`src/rv_tail_pkg.sv`:
```
package rv_tail_pkg;

    // --------------------
    // widths and vector types.
    // --------------------
    localparam int XLEN         = 32;
    localparam int OPCODE_WIDTH = 11;

    typedef logic [XLEN-1:0]         word_t;
    typedef logic [31:0]             pc_t;
    typedef logic [4:0]              reg_addr_t;
    typedef logic [2:0]              funct_t;
    typedef logic [OPCODE_WIDTH-1:0] opcode_t;
    typedef logic [3:0]              byte_en_t;

    // --------------------
    // one-hot opcode bit positions.
    // --------------------
    localparam int OP_RTYPE  = 0;
    localparam int OP_ITYPE  = 1;
    localparam int OP_LOAD   = 2;
    localparam int OP_STORE  = 3;
    localparam int OP_BRANCH = 4;
    localparam int OP_JAL    = 5;
    localparam int OP_JALR   = 6;
    localparam int OP_LUI    = 7;
    localparam int OP_AUIPC  = 8;
    localparam int OP_SYSTEM = 9;
    localparam int OP_FENCE  = 10;

    // --------------------
    // funct3 width codes for loads and stores.
    // --------------------
    localparam funct_t F3_B  = 3'b000;
    localparam funct_t F3_H  = 3'b001;
    localparam funct_t F3_W  = 3'b010;
    localparam funct_t F3_BU = 3'b100;
    localparam funct_t F3_HU = 3'b101;

    // memory stage output state.
    // idle: output empty; wait_wb: fresh RAM data; hold: data parked locally.
    typedef enum logic [1:0] {
        MEM_IDLE,
        MEM_WAIT_WB,
        MEM_HOLD
    } mem_state_t;

endpackage

```
`src/reg_file.sv`:
```
`timescale 1ns/1ps

module reg_file import rv_tail_pkg::*; (
    input  logic      wb_clk,
    input  logic      wb_rst,
    input  logic      rf_we,
    input  reg_addr_t rf_waddr,
    input  word_t     rf_wdata,
    input  reg_addr_t rs1_addr,
    input  reg_addr_t rs2_addr,
    output word_t     rs1_data,
    output word_t     rs2_data
);

    word_t regs [32];

    // x0 is cleared by reset and never written.
    always_ff @(posedge wb_clk or negedge wb_rst) begin
        if (!wb_rst) begin
            for (int i = 0; i < 32; i++) begin
                regs[i] <= '0;
            end
        end else if (rf_we && (rf_waddr != 5'd0)) begin
            regs[rf_waddr] <= rf_wdata;
        end
    end

    // --------------------
    // read ports.
    // --------------------
    assign rs1_data = regs[rs1_addr];
    assign rs2_data = regs[rs2_addr];

endmodule

```
`config.mk`:
```
export PLATFORM = sky130hd
export DESIGN_NAME = reg_file
export DESIGN_NICKNAME = d
export VERILOG_FILES = /design/src/rv_tail_pkg.sv /design/src/reg_file.sv
export SDC_FILE = /design/constraint.sdc
export NUM_CORES = 2
export LEC_CHECK = 0
export BUFFER_PORTS_ARGS = -buffer_cell sky130_fd_sc_hd__clkbuf_2
export CORE_MARGIN = 3
export CORE_UTILIZATION = 58
export DETAILED_ROUTE_END_ITERATION = 16
export PLACE_DENSITY_LB_ADDON = 0.25
export SYNTH_ARGS = -nofsm -noshare
export SYNTH_HDL_FRONTEND = slang
export SYNTH_SLANG_ARGS = --single-unit
export TNS_END_PERCENT = 5
```
`constraint.sdc`:
```
create_clock -name wb_clk -period 1.74 [get_ports wb_clk]
set_clock_uncertainty 0.2 [all_clocks]
set_input_delay 0.261 -clock wb_clk [delete_from_list [all_inputs] [get_ports wb_clk]]
set_output_delay 0.261 -clock wb_clk [all_outputs]
set_load 0.02 [all_outputs]
```
# Word-level counts from Yosys, hierarchy flattened
# Cells that the tools add are included.
totals:
  output_inout_bits: 64
  wordCells: 51
  ff_bits: 1024
  in_bits: 50
classes:
  bitwise_logic: 3
  reduce_logical: 3
  n_lt_le_gt_ge: 4
  mux: 9
ops:
  columns: ["cell", "n"]
  rows:
  - ["bitwise mux 1024 bit", 1]
  - ["binary-select mux 32 bit (select 5 bit)", 2]
  - ["demux 32 bit (select 5 bit)", 1]
  - ["two-way mux 32 bit", 5]
  - ["greater-or-equal comparator 6 bit (second input constant)", 3]
  - ["inverter 5 -> 6 bit", 3]
  - ["less-than comparator 6 x 1 -> 1 bit (second input constant)", 1]
  - ["nonzero test 5 bit", 1]
  - ["logical AND 1 bit", 2]

# Longest topological paths before layout
depth:
  word_depth: 6
  mapped_depth: 8
  depth_no_buf: 5

# Worst setup path after synthesis
# No wires, ideal clock.
synth_timing:
  path_kind: "in2out"
  startpoint: "input port rs1_addr[1]"
  endpoint: "output port rs1_data[11]"
  t_arrival_ps: 1575
  path_stages: 8
  path_slack_ps: -296
  path_cell_list: "buf_2 > buf_4 > buf_2 > buf_2 > mux2i_1 > nand2_1 > a31oi_1 > nand3_1"
synth_between:
  elab_chain_cells: 4
synth_lines:
  columns: ["item", "line", "rtl"]
  rows:
  - ["from (decl)", "reg_file.sv:9", "input reg_addr_t rs1_addr,"]
  - ["inverter 5 -> 6 bit (implied by the code)", "reg_file.sv:31", "assign rs1_data = regs[rs1_addr];"]
  - ["binary-select mux 32 bit (select 5 bit)", "reg_file.sv:31", null]
  - ["two-way mux 32 bit (implied by the code) (2 in a row)", "reg_file.sv:31", null]
  - ["to (decl)", "reg_file.sv:11", "output word_t rs1_data,"]
# No other way between the ends. The select of a mux whose other input is x is not followed.

# Final worst setup path
layout_timing:
  startpoint: "register regs[858] (netlist name)"
  endpoint: "output port rs1_data[26]"
layout_between:
  elab_chain_cells: 3
layout_lines:
  columns: ["item", "line", "rtl"]
  rows:
  - ["from (decl)", "reg_file.sv:15", "word_t regs [32];"]
  - ["from (signal, indexed assignment)", "reg_file.sv:24", "regs[rf_waddr] <= rf_wdata;"]
  - ["binary-select mux 32 bit (select 5 bit)", "reg_file.sv:31", null]
  - ["two-way mux 32 bit (implied by the code) (2 in a row)", "reg_file.sv:31", null]
# No other way between the ends. The select of a mux whose other input is x is not followed.

==> results.py <==
metrics = {
    "run_status": {
        "outcome": "finished, violations left",
        "violations": "negative setup slack",
    },
    "placed_design": {
        "gp_congestion": 0.889,
        "port_buffers": 113,
        "hpwl_um": 114000,
    },
    "synth": {
        "syn_nets": 4651,
        "syn-mean-instance-area_um2": 12.2,
        "async_reset_ff_share_pct": 100,
        "synth_ff_type": "dfrtp_1",
        "synth_edf_count": 0,
        "syn_inst": 4601,
        "synth_area_um2": 55900,
        "ys_ff_latch": 1024,
        "synth_warnings": 0,
        "synth_cell_types": 28,
        "synth-seq-area-share_pct": 45.8,
    },
    "clock_network": {
        "clk_pin_slew_ns": 0.06,
        "clk_latency_ns": 0.67,
        "cts_tree": "built",
        "cts-root-buf": "clkbuf_16",
        "max-clock-path-buffers": 3,
        "htreeDepth": 3,
        "postCtsSetupBuffers": 0,
        "cts.sinks": 1024,
        "cts_buffers": 109,
    },
    "critical_path": {
        "timing.rr.start": "regs[506]$_DFFE_PN0P_",
        "cp.depth": 6,
        "worst_path_max_delay_cell": "dfrtp_1",
        "crit_buf_inv": 1,
        "regToRegSetupSlack_ns": 0.64,
        "cp_cell_sequence": "mux2i_1 > a22o_1 > nor3_1 > a31oi_1 > nand3_2 > buf_6",
        "rr_endpoint": "regs[506]$_DFFE_PN0P_",
        "crit_fanout": 3,
        "reg2regPathDepth": 2,
        "crit_path_end_kind": "primary output",
        "crit_path_max_incr_delay_ns": 0.40,
        "cp_top_family": "flip-flops",
        "path_class": "flop to primary output",
        "start_kind": "flop",
        "cp_data_arrival_time_ns": 2.19,
        "cp.required_ns": 1.28,
    },
    "timing": {
        "final_hold_viol_count": 0,
        "maxSlewViolCount": 0,
        "fin_hold_ws_ns": 0.0836,
        "fmax_ghz": 0.378,
        "timing.max_slew.rel_slack_pct": 37.5,
        "finalSetupViolations": 64,
        "period_needed_ns": 2.65,
        "rsz0062_at_grt": "true",
        "finalCritPeriodShare_pct": 152,
        "finalWorstSetupSlack_ns": -0.909,
        "tightestPinTransition_ns": 0.938,
    },
    "floorplan": {
        "dieArea_um2": 100000,
        "die_h_um": 317,
        "core-area_um2": 95300,
        "die_x_um": 317,
        "initial_core_util_pct": 58.7,
        "num_rows": 113,
        "io_pins": 114,
    },
    "global_routing": {
        "first_global_vias": 42200,
        "antenna_found_initial": 12,
        "track_usage_pct": 34.4,
        "grt_max_degree": 80,
        "overflow": 0,
        "grt_first_pass_wirelength_um": 262000,
    },
    "route": {
        "wire_per_inst_um": 28.0,
        "via_count": 41000,
        "wl_um": 175000,
        "route.detailed.drc": 0,
        "dr.pass1.iters": 5,
        "vias_per_cell": 6.58,
        "ant_nets": 0,
        "drt_iter0_drc": 4052,
    },
    "layout": {
        "drive_above_1_share_pct": 39.3,
        "reg_top3": "regs: 1024 flops",
        "regMostFlops": "regs",
        "largest_reg_flops": 1024,
        "nNetsFinal": 4918,
        "area_growth_pct": 19.5,
    },
    "power_and_ir_drop": {
        "finalPower_mw": 70.9,
        "swShare_pct": 29.2,
        "powerDensity_nw_per_um2": 1060,
        "comb_power_share_pct": 21.4,
        "internal_power_mw": 50.2,
        "p_clk_share_pct": 33.4,
        "vdd_drop_max_mv": 0.775,
        "p_seq_share_pct": 45.1,
        "leakage_nw": 32.0,
        "p_sw_mw": 20.7,
    },
    "worst_hold_path": {
        "hold_depth": 2,
        "whs_endpoint": "regs[21]$_DFFE_PN0P_",
        "hp-start": "rf_wdata[21]",
        "min_path_type": "input port to flop",
    },
    "job": {
        "maxCapViolCount": 0,
    },
}
## worst max-delay path by stage
stage | startpoint | to | slack (ns)
after floorplan | rs2_addr[1] | rs2_data[16] | -0.08
after global placement | rs2_addr[0] | rs2_data[28] | -0.78
after detailed placement | rs2_addr[0] | rs2_data[28] | -0.82
after CTS | regs[907]$_DFFE_PN0P_ | rs2_data[11] | -0.88
after global routing | regs[939]$_DFFE_PN0P_ | rs2_data[11] | -0.91
final | regs[858]$_DFFE_PN0P_ | rs1_data[26] | -0.91
## cells in the mapped netlist (39+ instances only)
cell type,number,area [µm²]
buf_4,64,480
buf_2,111,556
nand2_1,210,788
nand3_1,194,971
mux2i_1,1024,10200
clkbuf_1,224,841
dfrtp_1,1024,25600
a22oi_1,192,1440
buf_6,48,541
a31oi_1,64,400
mux2_2,953,10700
nor3_1,65,325
mux2_1,39,439
a21oi_1,192,961
a22o_1,128,1120
## metrics by stage
| stage | std cells | setup TNS, ns | instance area [µm²] | setup WS, ns | utilization (%) |
|---|---|---|---|---|---|
| global placement | 6023 | -221.12 | 62300 | -0.775 | 65.4 |
| global route | 6228 | -53.18 | 66900 | -0.909 | 70.2 |
| detailed placement | 6023 | -236.69 | 62300 | -0.824 | 65.4 |
| finish | 6231 | -48.66 | 66900 | -0.909 | 70.2 |
| floorplan | 4601 | -4.76 | 56600 | -0.0808 | - |
| CTS | 6223 | -52.79 | 66600 | -0.881 | 69.9 |
## logic make-up (layout without fill, tap and decap cells)
kind of cell / count (synthesis) / count (layout) / share of synthesized area (%)
and+or+nand+nor: 512 / 512 / 4.39
AOI/OAI and AO/OA: 576 / 576 / 7.01
DFF: 1024 / 1024 / 45.8
muxes: 2016 / 2016 / 38.3
other: 0 / 9 / 0
buffers and inverters: 473 / 829 / 4.50
## layout make-up
type,count,area [µm²]
Tap cell,1265,1580
Sequential cell,1024,25600
Clock inverter,45,484
Fill cell,6498,28400
Antenna cell,9,22.5
Multi-Input combinational cell,3104,28800
Clock buffer,155,3150
Timing Repair Buffer,629,7200
## power by group through the flow
stage               Combinational (mW)  Sequential, mW  Clock, mW
floorplan                         10.4            31.1          0
global placement                  14.0            31.8          0
detailed placement                14.5            32.1          0
CTS                               14.9            31.8       23.9
global route                      16.3            32.5       24.9
finish                            15.2            32.0       23.7
## placed cells by master, fill, tap and decap left out, drive strengths merged
cell	netlist	routed
a21oi	192	192
a22o	128	128
a22oi	192	192
a31oi	64	64
and2	2	2
and3	1	1
and3b	1	1
buf	249	556
bufinv	0	8
clkbuf	224	226
clkinv	0	23
clkinvlp	0	7
dfrtp	1024	1024
diode	0	9
dlygate4sd3	0	1
dlymetal6s4s	0	1
inv	0	7
mux2	992	992
mux2i	1024	1024
nand2	210	210
nand2b	4	4
nand3	194	194
nand3b	4	4
nor2	19	19
nor2b	4	4
nor3	65	65
nor3b	4	4
or2	3	3
or3b	1	1
## per-layer routing
layer | up-vias | wire length [µm] | track usage [%]
met5 | - | 56 | 0
met4 | 8 | 8030 | 15.7
met3 | 495 | 15100 | 7.95
met2 | 1827 | 78400 | 52.6
met1 | 21200 | 73000 | 46.7
li1 | 17500 | - | -
## timing repair
| item | CTS | global route |
|---|---|---|
| endpoints found under the setup margin | 64 | 82 |
| hold buffers | 2 | 0 |
| gates cloned | 0 | 0 |
| pin swaps | 46 | 47 |
| resized for setup | 124 | 92 |
| endpoints found under the hold margin | 1024 | 0 |
Note: power is estimated with default switching activity, not from simulation.
