## config.mk

```make
export PLATFORM = sky130hd
export DESIGN_NAME = write_back
export DESIGN_NICKNAME = d
export VERILOG_FILES = /design/src/rv_tail_pkg.sv /design/src/write_back.sv
export SDC_FILE = /design/constraint.sdc
export NUM_CORES = 1
export LEC_CHECK = 0
export BUFFER_PORTS_ARGS = -buffer_cell sky130_fd_sc_hd__buf_4
export CAP_MARGIN = 20
export CORE_MARGIN = 1.5
export CORE_UTILIZATION = 35
export CTS_CLUSTER_DIAMETER = 50
export DETAILED_ROUTE_END_ITERATION = 7
export GPL_TIMING_DRIVEN = 0
export PLACE_DENSITY = 0.73
export SLEW_MARGIN = 20
export SYNTH_ARGS = -nofsm -noshare
export SYNTH_HDL_FRONTEND = slang
export SYNTH_SLANG_ARGS = --single-unit
```

## constraint.sdc

```tcl
create_clock -name wb_clk -period 1.39 [get_ports wb_clk]
set_input_delay 0.0695 -clock wb_clk [delete_from_list [all_inputs] [get_ports wb_clk]]
set_output_delay 0.0695 -clock wb_clk [all_outputs]
set_load 0.03 [all_outputs]
```

## src/rv_tail_pkg.sv

```systemverilog
package rv_tail_pkg;

    // --------------------
    // widths and vector types.
    // --------------------
    localparam int XLEN         = 32;
    localparam int OPCODE_WIDTH = 11;

    typedef logic [XLEN-1:0]         word_t;
    typedef logic [31:0]             pc_t;
    typedef logic [4:0]              reg_addr_t;
    typedef logic [2:0]              funct_t;
    typedef logic [OPCODE_WIDTH-1:0] opcode_t;
    typedef logic [3:0]              byte_en_t;

    // --------------------
    // one-hot opcode bit positions.
    // --------------------
    localparam int OP_RTYPE  = 0;
    localparam int OP_ITYPE  = 1;
    localparam int OP_LOAD   = 2;
    localparam int OP_STORE  = 3;
    localparam int OP_BRANCH = 4;
    localparam int OP_JAL    = 5;
    localparam int OP_JALR   = 6;
    localparam int OP_LUI    = 7;
    localparam int OP_AUIPC  = 8;
    localparam int OP_SYSTEM = 9;
    localparam int OP_FENCE  = 10;

    // --------------------
    // funct3 width codes for loads and stores.
    // --------------------
    localparam funct_t F3_B  = 3'b000;
    localparam funct_t F3_H  = 3'b001;
    localparam funct_t F3_W  = 3'b010;
    localparam funct_t F3_BU = 3'b100;
    localparam funct_t F3_HU = 3'b101;

    // memory stage output state.
    // idle: output empty; wait_wb: fresh RAM data; hold: data parked locally.
    typedef enum logic [1:0] {
        MEM_IDLE,
        MEM_WAIT_WB,
        MEM_HOLD
    } mem_state_t;

endpackage

```

## src/write_back.sv

```systemverilog
`timescale 1ns/1ps

module write_back import rv_tail_pkg::*; (
    input  logic      wb_clk,
    input  logic      wb_rst,
    input  logic      mem_ce,
    output logic      wb_stall,
    input  opcode_t   mem_opcode,
    input  funct_t    mem_funct,
    input  reg_addr_t mem_rd_addr,
    input  logic      mem_we_rd,
    input  word_t     mem_rd_data,
    input  pc_t       mem_pc,
    input  logic      mem_change_pc,
    input  word_t     mem_load_data,
    input  logic      hold,
    input  logic      flush,
    output logic      retire_valid,
    output reg_addr_t retire_rd_addr,
    output word_t     retire_rd_data,
    output pc_t       next_pc,
    output logic      change_pc,
    output logic      flush_out,
    output logic      rf_we,
    output reg_addr_t rf_waddr,
    output word_t     rf_wdata
);

    logic  accept;
    logic  retire_we;
    word_t wdata_sel;

    assign wb_stall = hold;
    assign accept   = mem_ce && !hold && !flush;

    always_comb begin
        if (mem_opcode[OP_LOAD]) begin
            wdata_sel = mem_load_data;
        end else if (mem_we_rd) begin
            wdata_sel = mem_rd_data;
        end else begin
            wdata_sel = '0;
        end
    end

    always_ff @(posedge wb_clk or negedge wb_rst) begin
        if (!wb_rst) begin
            retire_valid <= 1'b0;
            retire_we    <= 1'b0;
            change_pc    <= 1'b0;
            flush_out    <= 1'b0;
            next_pc      <= '0;
        end else begin
            flush_out <= flush;
            if (flush) begin
                retire_valid <= 1'b0;
                retire_we    <= 1'b0;
                change_pc    <= 1'b0;
            end else if (!hold) begin
                retire_valid <= mem_ce;
                retire_we    <= mem_ce && mem_we_rd;
                change_pc    <= mem_ce && mem_change_pc;
                if (mem_ce) begin
                    next_pc <= mem_pc + 32'd4;
                end
            end
        end
    end

    always_ff @(posedge wb_clk) begin
        if (accept) begin
            retire_rd_addr <= mem_rd_addr;
            retire_rd_data <= wdata_sel;
        end
    end

    // the result commits on the edge that ends the retire cycle.
    assign rf_we    = retire_valid && retire_we && !hold && !flush;
    assign rf_waddr = retire_rd_addr;
    assign rf_wdata = retire_rd_data;

    a_flush_kill: assert property (@(posedge wb_clk) disable iff (!wb_rst)
        flush |=> !retire_valid)
        else $error("write_back: retire_valid high after flush");

endmodule
```

# Word-level counts from Yosys, hierarchy flattened
# Index checks and enable logic that the tools add are counted.
[op_classes]
n_eq_ne = 1
reduce_logical = 10
bitwise = 2
add_sub_neg = 1
mux = 8
[op_table]
columns = ["cell", "count"]
rows = [
  ["32-bit 2-to-1 mux", 2],
  ["32-bit by 3-bit adder with 32-bit output (second input constant)", 1],
  ["1-bit logical AND", 7],
  ["1-bit 2-to-1 mux", 6],
  ["3-bit AND reduction", 1],
  ["1-bit zero test", 2],
  ["2-bit by 1-bit != test with 1-bit output (second input constant)", 1],
  ["1-bit inverter", 2],
]
[word_totals]
wordCells = 29
output_inout_bits = 111
in_bits = 122
ff_bits = 73

# Longest topological paths before layout
[logic_depth]
ltp_word = 3
mapped_depth = 6
depth_no_buf = 6

# Worst setup path before layout
# OpenSTA, ideal clock, no wires.
[synth_path]
kind = "input-to-reg"
startpoint = "input flush"
endpoint = "register retire_rd_addr[0] (enable)"
path_stages = 4
arrival_time_ns = 1.310
slack_ns = -0.315
setup_time_ns = 0.395
n_path_buf = 1
cell_sequence = "nor2_1 > nand2_1 > clkbuf_1 > inv_1"
[synth_between]
elab_chain_cells = 2
[synth_lines]
columns = ["element", "line", "source"]
rows = [
  ["start: declaration", "write_back.sv:17", "input logic flush,"],
  ["1-bit zero test", "write_back.sv:34", "assign accept = mem_ce && !hold && !flush;"],
  ["1-bit logical AND", "write_back.sv:34", ""],
  ["via accept", "write_back.sv:29", "logic accept;"],
  ["end signal: assignment", "write_back.sv:72", "retire_rd_addr <= mem_rd_addr;"],
  ["end: declaration", "write_back.sv:19", "output reg_addr_t retire_rd_addr,"],
]
# The timed path passes the listed nets, and every way through them passes these cells.
# A chain may end at the register's enable or synchronous reset.

# Worst setup path after layout
[layout_path]
startpoint = "input mem_pc[29]"
endpoint = "register next_pc[31]"
[layout_between]
elab_chain_cells = 1
[layout_lines]
columns = ["element", "line", "source"]
rows = [
  ["start: declaration", "write_back.sv:13", "input pc_t mem_pc,"],
  ["32-bit by 3-bit adder with 32-bit output", "write_back.sv:64", "next_pc <= mem_pc + 32'd4;"],
  ["end signal: assignment", "write_back.sv:64", ""],
  ["end: declaration", "write_back.sv:21", "output pc_t next_pc,"],
]
# No other way between the ends.

==> summary.txt <==
Final layout
  – FILL cells: 863
  – Fin area: 6050 sq um
  – Final core utilization: 59.4%
  – Area Overhead vs Synth: 66.5%
  – Fraction of layout cells with a size suffix above 1: 48.9%
  – Footprint of the multi-input gates: 1240 sq um
  – Reg area: 2010 sq um
  – Nets: 713
  – ANT cells: 0
  – Final Non-Filler Cells: 731

Global routing
  – Grt ovf: 0
  – First-pass GRT wire length: 17.2 mm
  – Initial antenna violation count: 0
  – Largest net degree at the start of global routing: 37
  – Total GRT Usage: 20.2%
  – Vias in the first global route: 3441

Critical path
  – CP Data Required Time: 1.66 ns
  – R2R Path Start: change_pc
  – FF-to-FF End: change_pc
  – Worst R2R Setup Slack: 0.67 ns
  – Crit path launch type: input port
  – Buffers & Inverters on Critical Path: 2
  – CP delay by family, top: buffers and inverters
  – Levels on crit path: 7
  – Crit path max-delay cell type: dlygate4sd3_1
  – Critical path capture point type: flop
  – Crit path DAT: 1.57 ns
  – Crit-path max FO: 2
  – R2R depth: 2
  – Delay of the slowest critical-path stage: 0.53 ns
  – WS Path Type: input port to flop
  – Worst-path cell chain: dlygate4sd3_1, buf_4, nand2_1, nor4_1, nand4_1, xor2_1, o21ai_0

Synth
  – EDFF count, synth: 37
  – Yosys reg bits: 73
  – Synth Area in Adders: 0.344%
  – Simple-Gate Fraction of Synth Area: 14.7%
  – Compound-Gate Fraction of Synth Area: 12.3%
  – Sequential area share after synthesis: 55.4%
  – Top FF cell, synth: edfxtp_1
  – Avg Cell Area, Syn: 11.2 sq um
  – Ys async rst share: 49.3%
  – Post-synthesis mux area share: 0%
  – Synth Area in XOR/XNOR: 6.51%
  – Mapped Nets: 448
  – Cells after Synth: 325
  – Distinct cells, synth: 34
  – Largest family of logic cells by synthesized area: simple AND/OR/NAND/NOR gates
  – Synth Cell Area: 3630 sq um
  – Ys Warns: 0

Pwr
  – Final Power: 6.30 mW
  – Power per cell area: 1040 nW/um^2
  – Leakage: 2.75 nW
  – IR drop worst, VDD: 0.505 mV

Timing
  – Final setup margin: 0.0875 ns
  – Final Hold Viols: 0
  – RSZ-0062 raised after global routing: no
  – Tcrit/Tclk final: 93.7%
  – Worst Skew: 0 ns
  – F_max: 768 MHz
  – Max transition margin: 63.6%
  – Min cycle time layout: 1.30 ns
  – Total negative slack: 0 ns
  – Final hold slack: 0.0145 ns
  – Actual slew at the worst max-slew pin: 0.546 ns
  – Final setup viols: 0
  – Fin. max-slew vios: 0

Place
  – Post-DP Area: 5450 sq um
  – Placed cells: 679
  – Routability cong.: 0.809
  – Detail Placement HPWL: 8.28 mm
  – I/O Buffers: 218
  – Pre-CTS setup slack: -0.636 ns

Clocking
  – Setup bufs post-CTS: 0
  – H-tree depth: 3
  – CTS tree: yes
  – Deepest clock path buffer count: 2
  – Skew-Pair Late Insertion Delay: 0.35 ns
  – CTS clk-pin slew, worst paths: 0.08 ns
  – Root buf cell: clkbuf_8
  – Clock sinks: 73
  – CTS buffer count: 9

Min path
  – HP Start: mem_load_data[13]
  – Endpoint, Worst Hold: retire_rd_data[13]
  – HP Class: input port to flop
  – Hold path cells: 2

Drt
  – Drt pass-1 iters: 4
  – Routed via count: 3403
  – 1st-iter DRT viols: 155
  – Number of vias per cell: 4.66
  – Remaining antenna violation count after routing: 0
  – Post-route DRC violation count: 0
  – Final WL: 11.1 mm
  – Post-DR wirelength/cell: 15.3 microns

Die
  – Core Region: 10200 sq um
  – Cell Rows: 37
  – Die Y: 105 microns
  – I/O pin total: 233
  – Initial core utilization: 35.7%
  – Die ar.: 11000 sq um
  – Die Width: 105 microns

Status
  – Status: complete, no violations

Flow run
  – Max-cap check violation count: 0
[layout make-up]
| type | count | share of cell area (%) |
|---|---|---|
| sequential | 73 | 33.3 |
| multi-input combinational | 192 | 20.5 |
| tap | 136 | 2.81 |
| timing repair inverter | 1 | 0.124 |
| timing repair buffer | 253 | 32.9 |
| inverter | 7 | 0.497 |
| buffer | 53 | 6.15 |
| clock inverter | 5 | 0.952 |
| clock buffer | 11 | 2.88 |
[routing by layer]
layer	track usage, %	vias to the layer above	routed length (microns)	part of all wire, %
met5	0	-	0	0
met4	8.61	0	235	2.1
met3	6.61	19	1010	9.1
met2	36.0	147	5670	51
met1	21.7	1593	4230	38
li1	-	1644	-	-
[worst reg2reg max path, delay by kind of cell (launching register included)]
kind	cells	cell delay, ns
flip-flops	1	0.38
AO/OA/AOI/OAI	1	0.18
AND/OR/NAND/NOR	1	0.06
[cell usage after synthesis (all sizes together) (2+ instances only)]
cell type | number | area [sq um]
clkbuf | 11 | 41.3
nand2 | 46 | 173
a21oi | 2 | 10.0
dfrtp | 36 | 901
inv | 7 | 26.3
nand3 | 13 | 70.1
edfxtp | 37 | 1110
or3 | 3 | 23.8
nand4 | 6 | 52.6
nor3 | 9 | 76.3
or4 | 2 | 15.0
buf | 42 | 320
o21ai | 29 | 145
xor2 | 11 | 96.3
nor2 | 12 | 45.0
a22o | 31 | 272
nor4 | 3 | 48.8
nor2b | 2 | 12.5
xnor2 | 16 | 140
and3 | 2 | 12.5
[kinds of logic after synthesis]
kind of cell             Yosys count
buffers and inverters             60
flip-flops                        73
adder cells (fa/ha/maj)            1
AND/OR/NAND/NOR                   99
AO/OA/AOI/OAI                     65
XOR/XNOR                          27
[worst max-delay path by stage]
stage,from,endpoint,slack [ns]
2_1_floorplan,flush,retire_rd_addr[0],0.01
3_5_place_dp,hold,retire_rd_data[16],-0.64
3_3_place_gp,hold,retire_rd_data[15],-0.57
6_report,mem_pc[29],next_pc[31],0.09
4_1_cts,mem_pc[29],next_pc[31],0.11
5_1_grt,mem_pc[29],next_pc[31],0.01
[layout by cell type (no fill, tap or decap), types with 11 or more instances in the layout]
cell	count
a22o_1	31
xnor2_1	16
nor2_1	12
dfrtp_1	36
edfxtp_1	37
nand3_1	12
nand2_1	46
dlygate4sd3_1	35
buf_4	257
xor2_1	11
o21ai_0	20
[report_power, final]
part / internal (mW) / total (mW) / switching [mW]
registers: 2.50 / 2.63 / 0.124
logic: 0.795 / 1.79 / 0.994
clock network: 1.05 / 1.88 / 0.836
[state kept, by name, summed over array words and instances (netlist names)]
name,cells
retire_rd_addr,5
flush_out,1
next_pc,32
change_pc,1
retire_rd_data,32
retire_valid,1
retire_we,1
[timing repair]
action	CTS	global route
resized for setup	1	1
hold endpoints to repair	69	0
hold buffers	35	0
gates cloned	1	0
setup endpoints to repair	41	1
(Power assumes the default switching activity.)
