**src/rv_tail_pkg.sv**
```systemverilog
package rv_tail_pkg;

    // --------------------
    // widths and vector types.
    // --------------------
    localparam int XLEN         = 32;
    localparam int OPCODE_WIDTH = 11;

    typedef logic [XLEN-1:0]         word_t;
    typedef logic [31:0]             pc_t;
    typedef logic [4:0]              reg_addr_t;
    typedef logic [2:0]              funct_t;
    typedef logic [OPCODE_WIDTH-1:0] opcode_t;
    typedef logic [3:0]              byte_en_t;

    // --------------------
    // one-hot opcode bit positions.
    // --------------------
    localparam int OP_RTYPE  = 0;
    localparam int OP_ITYPE  = 1;
    localparam int OP_LOAD   = 2;
    localparam int OP_STORE  = 3;
    localparam int OP_BRANCH = 4;
    localparam int OP_JAL    = 5;
    localparam int OP_JALR   = 6;
    localparam int OP_LUI    = 7;
    localparam int OP_AUIPC  = 8;
    localparam int OP_SYSTEM = 9;
    localparam int OP_FENCE  = 10;

    // --------------------
    // funct3 width codes for loads and stores.
    // --------------------
    localparam funct_t F3_B  = 3'b000;
    localparam funct_t F3_H  = 3'b001;
    localparam funct_t F3_W  = 3'b010;
    localparam funct_t F3_BU = 3'b100;
    localparam funct_t F3_HU = 3'b101;

    // memory stage output state.
    // idle: output empty; wait_wb: fresh RAM data; hold: data parked locally.
    typedef enum logic [1:0] {
        MEM_IDLE,
        MEM_WAIT_WB,
        MEM_HOLD
    } mem_state_t;

endpackage

```
**src/mem_access.sv**
```systemverilog
`timescale 1ns/1ps

module mem_access import rv_tail_pkg::*; #(
    parameter int RAM_AW = 8
) (
    input  logic              wb_clk,
    input  logic              wb_rst,
    input  logic              ex_valid,
    output logic              ex_ready,
    input  opcode_t           ex_opcode,
    input  funct_t            ex_funct,
    input  reg_addr_t         ex_rd_addr,
    input  logic              ex_we_rd,
    input  word_t             ex_result,
    input  word_t             ex_store_data,
    input  pc_t               ex_pc,
    input  logic              ex_change_pc,
    input  logic              flush,
    output logic              ram_en,
    output logic              ram_we,
    output byte_en_t          ram_byte_en,
    output logic [RAM_AW-1:0] ram_addr,
    output word_t             ram_wdata,
    input  word_t             ram_rdata,
    output logic              mem_ce,
    input  logic              wb_stall,
    output opcode_t           mem_opcode,
    output funct_t            mem_funct,
    output reg_addr_t         mem_rd_addr,
    output logic              mem_we_rd,
    output word_t             mem_rd_data,
    output pc_t               mem_pc,
    output logic              mem_change_pc,
    output word_t             mem_load_data
);

    mem_state_t state;
    logic       acc_valid;
    logic       accept;
    logic       is_load;
    logic       is_store;
    logic [1:0] byte_off;
    logic [4:0] shamt;
    word_t      st_data;
    word_t      held_rdata;
    word_t      raw_rdata;
    word_t      shifted;
    logic       in_mem_op;
    logic       in_aligned;

    // one instruction at a time; a new one enters as the old one leaves.
    assign mem_ce   = (state == MEM_WAIT_WB) || (state == MEM_HOLD);
    assign ex_ready = !flush && !acc_valid && (!mem_ce || !wb_stall);
    assign accept   = ex_valid && ex_ready;

    always_ff @(posedge wb_clk or negedge wb_rst) begin
        if (!wb_rst) begin
            state     <= MEM_IDLE;
            acc_valid <= 1'b0;
        end else if (flush) begin
            state     <= MEM_IDLE;
            acc_valid <= 1'b0;
        end else begin
            acc_valid <= accept;
            case (state)
                MEM_IDLE:    if (acc_valid) state <= MEM_WAIT_WB;
                MEM_WAIT_WB: state <= wb_stall ? MEM_HOLD : MEM_IDLE;
                MEM_HOLD:    if (!wb_stall) state <= MEM_IDLE;
                default:     state <= MEM_IDLE;
            endcase
        end
    end

    always_ff @(posedge wb_clk) begin
        if (accept) begin
            mem_opcode    <= ex_opcode;
            mem_funct     <= ex_funct;
            mem_rd_addr   <= ex_rd_addr;
            mem_we_rd     <= ex_we_rd;
            mem_rd_data   <= ex_result;
            mem_pc        <= ex_pc;
            mem_change_pc <= ex_change_pc;
            st_data       <= ex_store_data;
        end
        // park read data so the load is not issued twice.
        if (state == MEM_WAIT_WB && wb_stall) begin
            held_rdata <= ram_rdata;
        end
    end

    // --------------------
    // RAM access, one cycle after acceptance.
    // --------------------
    assign is_load  = mem_opcode[OP_LOAD];
    assign is_store = mem_opcode[OP_STORE];
    assign byte_off = mem_rd_data[1:0];
    assign shamt    = {byte_off, 3'b000};

    assign ram_en    = acc_valid && !flush && (is_load || is_store);
    assign ram_we    = acc_valid && !flush && is_store;
    assign ram_addr  = mem_rd_data[RAM_AW+1:2];
    assign ram_wdata = st_data << shamt;

    always_comb begin
        case (mem_funct)
            F3_B:    ram_byte_en = 4'b0001 << byte_off;
            F3_H:    ram_byte_en = 4'b0011 << byte_off;
            default: ram_byte_en = 4'b1111;
        endcase
    end

    // --------------------
    // load alignment and extension.
    // --------------------
    assign raw_rdata = (state == MEM_HOLD) ? held_rdata : ram_rdata;
    assign shifted   = raw_rdata >> shamt;

    always_comb begin
        case (mem_funct)
            F3_B:    mem_load_data = {{24{shifted[7]}}, shifted[7:0]};
            F3_H:    mem_load_data = {{16{shifted[15]}}, shifted[15:0]};
            F3_BU:   mem_load_data = {24'd0, shifted[7:0]};
            F3_HU:   mem_load_data = {16'd0, shifted[15:0]};
            default: mem_load_data = shifted;
        endcase
    end

    assign in_mem_op = ex_opcode[OP_LOAD] || ex_opcode[OP_STORE];

    always_comb begin
        case (ex_funct)
            F3_H, F3_HU: in_aligned = !ex_result[0];
            F3_W:        in_aligned = (ex_result[1:0] == 2'b00);
            default:     in_aligned = 1'b1;
        endcase
    end

    // execute must not hand over a misaligned access.
    a_aligned: assert property (@(posedge wb_clk) disable iff (!wb_rst)
        (accept && in_mem_op) |-> in_aligned)
        else $error("mem_access: misaligned access, pc %h addr %h", ex_pc, ex_result);

endmodule

```
**config.mk**
```make
export PLATFORM = sky130hd
export DESIGN_NAME = mem_access
export DESIGN_NICKNAME = d
export VERILOG_FILES = /design/src/rv_tail_pkg.sv /design/src/mem_access.sv
export SDC_FILE = /design/constraint.sdc
export NUM_CORES = 1
export LEC_CHECK = 0
export BUFFER_PORTS_ARGS = -buffer_cell sky130_fd_sc_hd__buf_2
export CAP_MARGIN = 20
export CORE_AREA = 5 5 120 122
export CTS_CLUSTER_DIAMETER = 60
export DETAILED_ROUTE_END_ITERATION = 16
export DIE_AREA = 0 0 125 127
export HOLD_SLACK_MARGIN = 0.03
export PLACE_DENSITY_LB_ADDON = 0.08
export SLEW_MARGIN = 30
export SYNTH_ARGS = -nofsm -noshare
export SYNTH_HDL_FRONTEND = slang
export SYNTH_SLANG_ARGS = --single-unit
export TNS_END_PERCENT = 10
```
**constraint.sdc**
```tcl
create_clock -name wb_clk -period 7.6 [get_ports wb_clk]
set_input_delay 0.76 -clock wb_clk [delete_from_list [all_inputs] [get_ports wb_clk]]
set_output_delay 0.76 -clock wb_clk [all_outputs]
set_load 0.01 [all_outputs]
```
---- Word level (Yosys, flattened, before mapping) ----
Index checks and enable logic that the tools add are counted.
operators by class
  equality and inequality tests ........... 7
  shift operators ......................... 4
  reduce and logical (&&, ||, !) cells .... 17
  muxes and demuxes ....................... 9
operator list
  cell                                                                count
  32-bit one-hot mux with 4 select lines                              1
  32-bit 2-to-1 mux                                                   1
  32-bit by 5-bit left shift with 32-bit output                       1
  32-bit by 5-bit right shift with 32-bit output                      1
  2-bit 2-to-1 mux                                                    4
  4-bit one-hot mux with 2 select lines                               1
  1-bit logical AND                                                   7
  3-bit == test (second input constant)                               2
  3-bit != test (second input constant)                               2
  2-bit one-hot mux with 3 select lines                               1
  1-bit logical NOT                                                   4
  1-bit by 2-bit left shift with 4-bit output (first input constant)  1
  2-bit by 2-bit left shift with 4-bit output (first input constant)  1
  3-bit by 1-bit == test with 1-bit output (second input constant)    1
  3-bit logical NOT                                                   1
  1-bit logical OR                                                    3
  2-bit by 1-bit == test with 1-bit output (second input constant)    1
  2-bit == test (second input constant)                               1
  2-bit logical NOT                                                   1
  2-bit AND reduction                                                 1
  1-bit 2-to-1 mux                                                    1
word-level totals
  register bits ........................... 152
  input bits .............................. 154

---- Longest topological paths before layout ----
  depth after elaboration ................. 7
  gate-level depth with buffers ........... 9
  depth with buffers taken out ............ 6

---- Worst setup path before layout ----
No wires, ideal clock.
  path type ............................... input port to flip-flop
  start ................................... input wb_stall
  end ..................................... register mem_change_pc, enable pin
  arrival time ............................ 3.980 ns
  cell stages on the path ................. 2
  required time ........................... 7.111 ns
  slack ................................... 3.131 ns
  library setup time ...................... 0.489 ns
  cell sequence ........................... a211oi_1 -> and2_1
between the ends
  word-level cells in the longest chain between the ends .. 4
ends and longest elaborated chain
  item                    RTL line          source
  start: declaration      mem_access.sv:26  input logic wb_stall,
  1-bit logical NOT       n/a
  1-bit logical OR        mem_access.sv:53  assign ex_ready = !flush && !acc_valid && (!mem_ce || !wb_stall);
  1-bit logical AND       mem_access.sv:53
  1-bit logical AND       mem_access.sv:54  assign accept = ex_valid && ex_ready;
  via accept              mem_access.sv:39  logic accept;
  end signal: assignment  mem_access.sv:82  mem_change_pc <= ex_change_pc;
  end: declaration        mem_access.sv:33  output logic mem_change_pc,
The timed path passes the listed nets, and every way through them passes these cells.
A chain may end at the register's enable or synchronous reset.

---- Worst setup path after layout ----
  start ................................... register mem_rd_data[0]
  end ..................................... output mem_load_data[15]
between the ends
  word-level cells in the longest chain between the ends .. 2
ends and longest elaborated chain
  item                                            RTL line           source
  start: declaration                              mem_access.sv:31   output word_t mem_rd_data,
  start signal: assignment                        mem_access.sv:80   mem_rd_data <= ex_result;
  32-bit by 5-bit right shift with 32-bit output  mem_access.sv:116  assign shifted = raw_rdata >> shamt;
  32-bit one-hot mux with 4 select lines          mem_access.sv:119  case (mem_funct)
  end: declaration                                mem_access.sv:34   output word_t mem_load_data
No other way between the ends.

==> summary.md <==
| Metric | Value |
|---|---|
| Status | finished clean |
| Post-synth top area cell | edfxtp_1 |
| Total area of multi-input combinational cells | 1700 um^2 |
| Syn Area/Cell | 15.6 um^2 |
| Reg-to-reg critical path endpoint | mem_funct[1] |
| Number of enable-type register cells in the synthesized netlist | 149 |
| Cell internal power dissipation | 1.64 mW |
| Number of synthesized register bits | 152 |
| Number of clock sinks | 152 |
| Antenna violations before repair | 2 |
| Root Buffer Master | clkbuf_16 |
| Cell-by-cell trace of the critical path | buf_4, nor2b_2, nor2b_1, nand4bb_2, o21ai_0, buf_2 |
| Total Die Area | 15900 um^2 |
| Critical Path Source Type | register |
| Post-synth net total | 572 |
| Peak ir drop on the vdd network | 0.218 mV |
| Setup repair after global routing missed its margin | false |
| Worst reg2reg path depth | 5 |
| Maximum clock frequency | 0.247 GHz |
| Core footprint | 13100 um^2 |
| Sw Pwr | 0.642 mW |
| Setup TNS Final | 0 ns |
| Total clock buffers created by CTS | 17 |
| All-layer global routing usage | 0.226 |
| Reg-to-Reg Start | state[0] |
| Setup fix buffers added after clock tree synthesis | 0 |
| Count of distinct cell types in the synthesized netlist | 33 |
| Most common cell in the netlist | edfxtp_1 |
| Via count of the first global-routing pass | 4971 |
| PD cells | 264 nW/um^2 |
| Min Tclk post-route | 4.05 ns |
| Slack of the worst reg-to-reg path | 4.92 ns |
| Slowest stage delay, CP | 0.86 ns |
| Number of detailed-routing iterations run before antenna repair | 5 |
| Starting DRT DRC Count | 328 |
| H-tree levels | 4 |
| Worst Path Required | 6.84 ns |
| Cells after synthesis | 414 |
| Routed Antenna Nets | 0 |
| Layout net count | 881 |
| Crit path arrival time | 3.29 ns |
| Average routed wire per standard cell | 19.9 um |
| Worst Path Max Fanout | 63 |
| Part of the power in combinational logic | 0.193 |
| Number of top-level design ports | 319 |
| Starting density of the core | 0.494 |
| Largest net degree at the start of global routing | 93 |
| Vias after detailed routing | 4673 |
| Max Slew Vio Count | 0 |
| Syn-to-layout area delta | 34.0% |
| Count of final hold-check violations | 0 |
| Area of the mapped netlist | 6460 um^2 |
| Yosys warning count | 0 |
| Sequential cell area | 4550 um^2 |
| Cell types occupying the most area after synthesis | edfxtp_1 69%, mux2i_1 7.1%, mux4_2 2.4% |
| Post-Route Skew | 0.00845 ns |
| Final global-route overflow total | 0 |
| DIE WIDTH | 125 um |
| Clock slew at reported path FFs | 0.06 ns |
| Sort of element at the end of the critical path | output pin |
| Worst max-slew margin expressed relative to the limit | 0.400 |
| Slowest cell on crit path | nor2b_2 |
| Most numerous cell types in the synthesized netlist | 149 x edfxtp_1, 46 x mux2i_1, 38 x nand2_1, 21 x o21ai_0 |
| Core utilization of the finished layout | 0.661 |
| Clock latency reported for the late side of the worst-skew pair | 0.42 ns |
| Max_cap viols | 0 |
| Static Leak | 3.68 nW |
| Placement row count | 42 |
| Port buffer count | 318 |
| Clk network pwr share | 0.339 |
| Crit Path Category | reg -> out |
| Actual slew at the worst max-slew pin | 0.896 ns |
| Final period util | 0.533 |
| Most used flip-flop cell after synthesis | edfxtp_1 |
| Switching fraction of total power | 0.282 |
| Post-synth ARST share | 0.0197 |
| CTS hold repair buffers | 0 |
| Count of unresolved DRC violations after routing | 0 |
| Share of cells above drive strength 1 | 0.518 |
| Total of fill cells in the finished design | 1000 |
| Worst slack, placed | 3.63 ns |
| Seq pwr share | 0.468 |
| Count of instances resized after the clock tree is built | 0 |
| Largest buffer count on any clock path | 2 |
| Area fraction of the dominant cell type after synthesis | 0.693 |
| Number of vias per cell after detailed routing | 5.12 |
| Min-Delay Path Class | in -> async |
| Final count of negative-setup-slack endpoints | 0 |
| Vert. Die Dim | 127 um |
| Share of the yosys chip area belonging to registers | 0.704 |
| RD Place Congestion | 0.906 |
| Final HPWL DP | 13.7 mm |
| CTS tree | yes |
| Final worst slack | 3.55 ns |
| Wire length of the first global-routing pass | 27.6 mm |
| Total wire length | 18.1 mm |
## critical path: cells and delay by family (launching register included)
kind | cells | cell delay (ns)
flops | 1 | 0.32
buf+inv | 2 | 0.76
simple gates | 3 | 1.57
compound gates | 1 | 0.20
## sequential cells by signal, summed over array words and instances (netlist names), 2 cells and up
name	cells
mem_funct	3
mem_opcode	11
mem_rd_data	32
held_rdata	32
state	2
mem_rd_addr	5
mem_pc	32
st_data	32
## power by group through the flow
stage | sequential (mW) | clock, mW | combinational, mW
floorplan | 1.11 | 0 | 0.242
global placement | 1.08 | 0 | 0.433
detailed placement | 1.08 | 0 | 0.445
CTS | 1.07 | 0.788 | 0.447
global route | 1.07 | 0.831 | 0.483
finish | 1.07 | 0.772 | 0.441
## through the flow
step | cell area, um^2 | power [mW] | hold WS, ns | cells
5_1_grt | 8650 | 2.39 | 0.108 | 912
6_report | 8650 | 2.28 | 0.123 | 912
2_1_floorplan | 6460 | 1.35 | 0.464 | 414
4_1_cts | 8640 | 2.30 | 0.107 | 911
3_3_place_gp | 8090 | 1.51 | 0.494 | 880
3_5_place_dp | 8100 | 1.53 | 0.527 | 880
## layout by cell type, fill, tap and decap left out, types with 3 or more instances in the layout
master,instances
mux4_2,7
a221oi_1,7
buf_2,318
nor2_1,13
and2_1,11
a21oi_1,10
o21ai_0,21
edfxtp_1,149
nand3_1,13
buf_4,4
dfrtp_1,3
nand2b_1,10
ha_1,3
nand2_1,38
clkbuf_16,17
nor2b_1,12
a211oi_1,9
mux2_2,9
clkinv_4,3
mux2i_1,46
clkinvlp_4,4
inv_8,3
nand3_2,3
## cell type report
type                       count  area share
sequential                   152       0.526
multi-input combinational    227       0.196
timing repair buffer         323       0.189
clock buffer                  17      0.0492
tap                          176      0.0255
clock inverter                14      0.0136
inverter                       2    0.000868
antenna                        1    0.000289
## cells by family after synthesis
kind of cell,after synthesis,share of synthesized area
AO/OA/AOI/OAI,51,0.0490
multiplexers,64,0.116
AND/OR/NAND/NOR,108,0.0864
buffers and inverters,35,0.0364
flip-flops,152,0.704
adder cells (fa/ha/maj),4,0.00775
## how the worst max path moves through the flow
stage | start | end | slack (ns) | cells past startpoint
2_1_floorplan | wb_stall | mem_change_pc | 3.13 | 2
3_3_place_gp | state[0] | mem_load_data[15] | 3.74 | 7
3_5_place_dp | mem_rd_data[0] | mem_load_data[15] | 3.63 | 6
4_1_cts | mem_rd_data[0] | mem_load_data[15] | 3.17 | 6
5_1_grt | mem_rd_data[0] | mem_load_data[15] | 3.33 | 6
6_report | mem_rd_data[0] | mem_load_data[15] | 3.55 | 6
## per-layer routing
layer / up-vias / global-route usage / share of wire
li1: 2180 / - / -
met1: 2226 / 0.253 / 0.36
met2: 231 / 0.390 / 0.52
met3: 34 / 0.0839 / 0.087
met4: 2 / 0.0982 / 0.030
met5: - / 0 / 0.00061
Note: power is estimated with default switching activity, not from simulation.
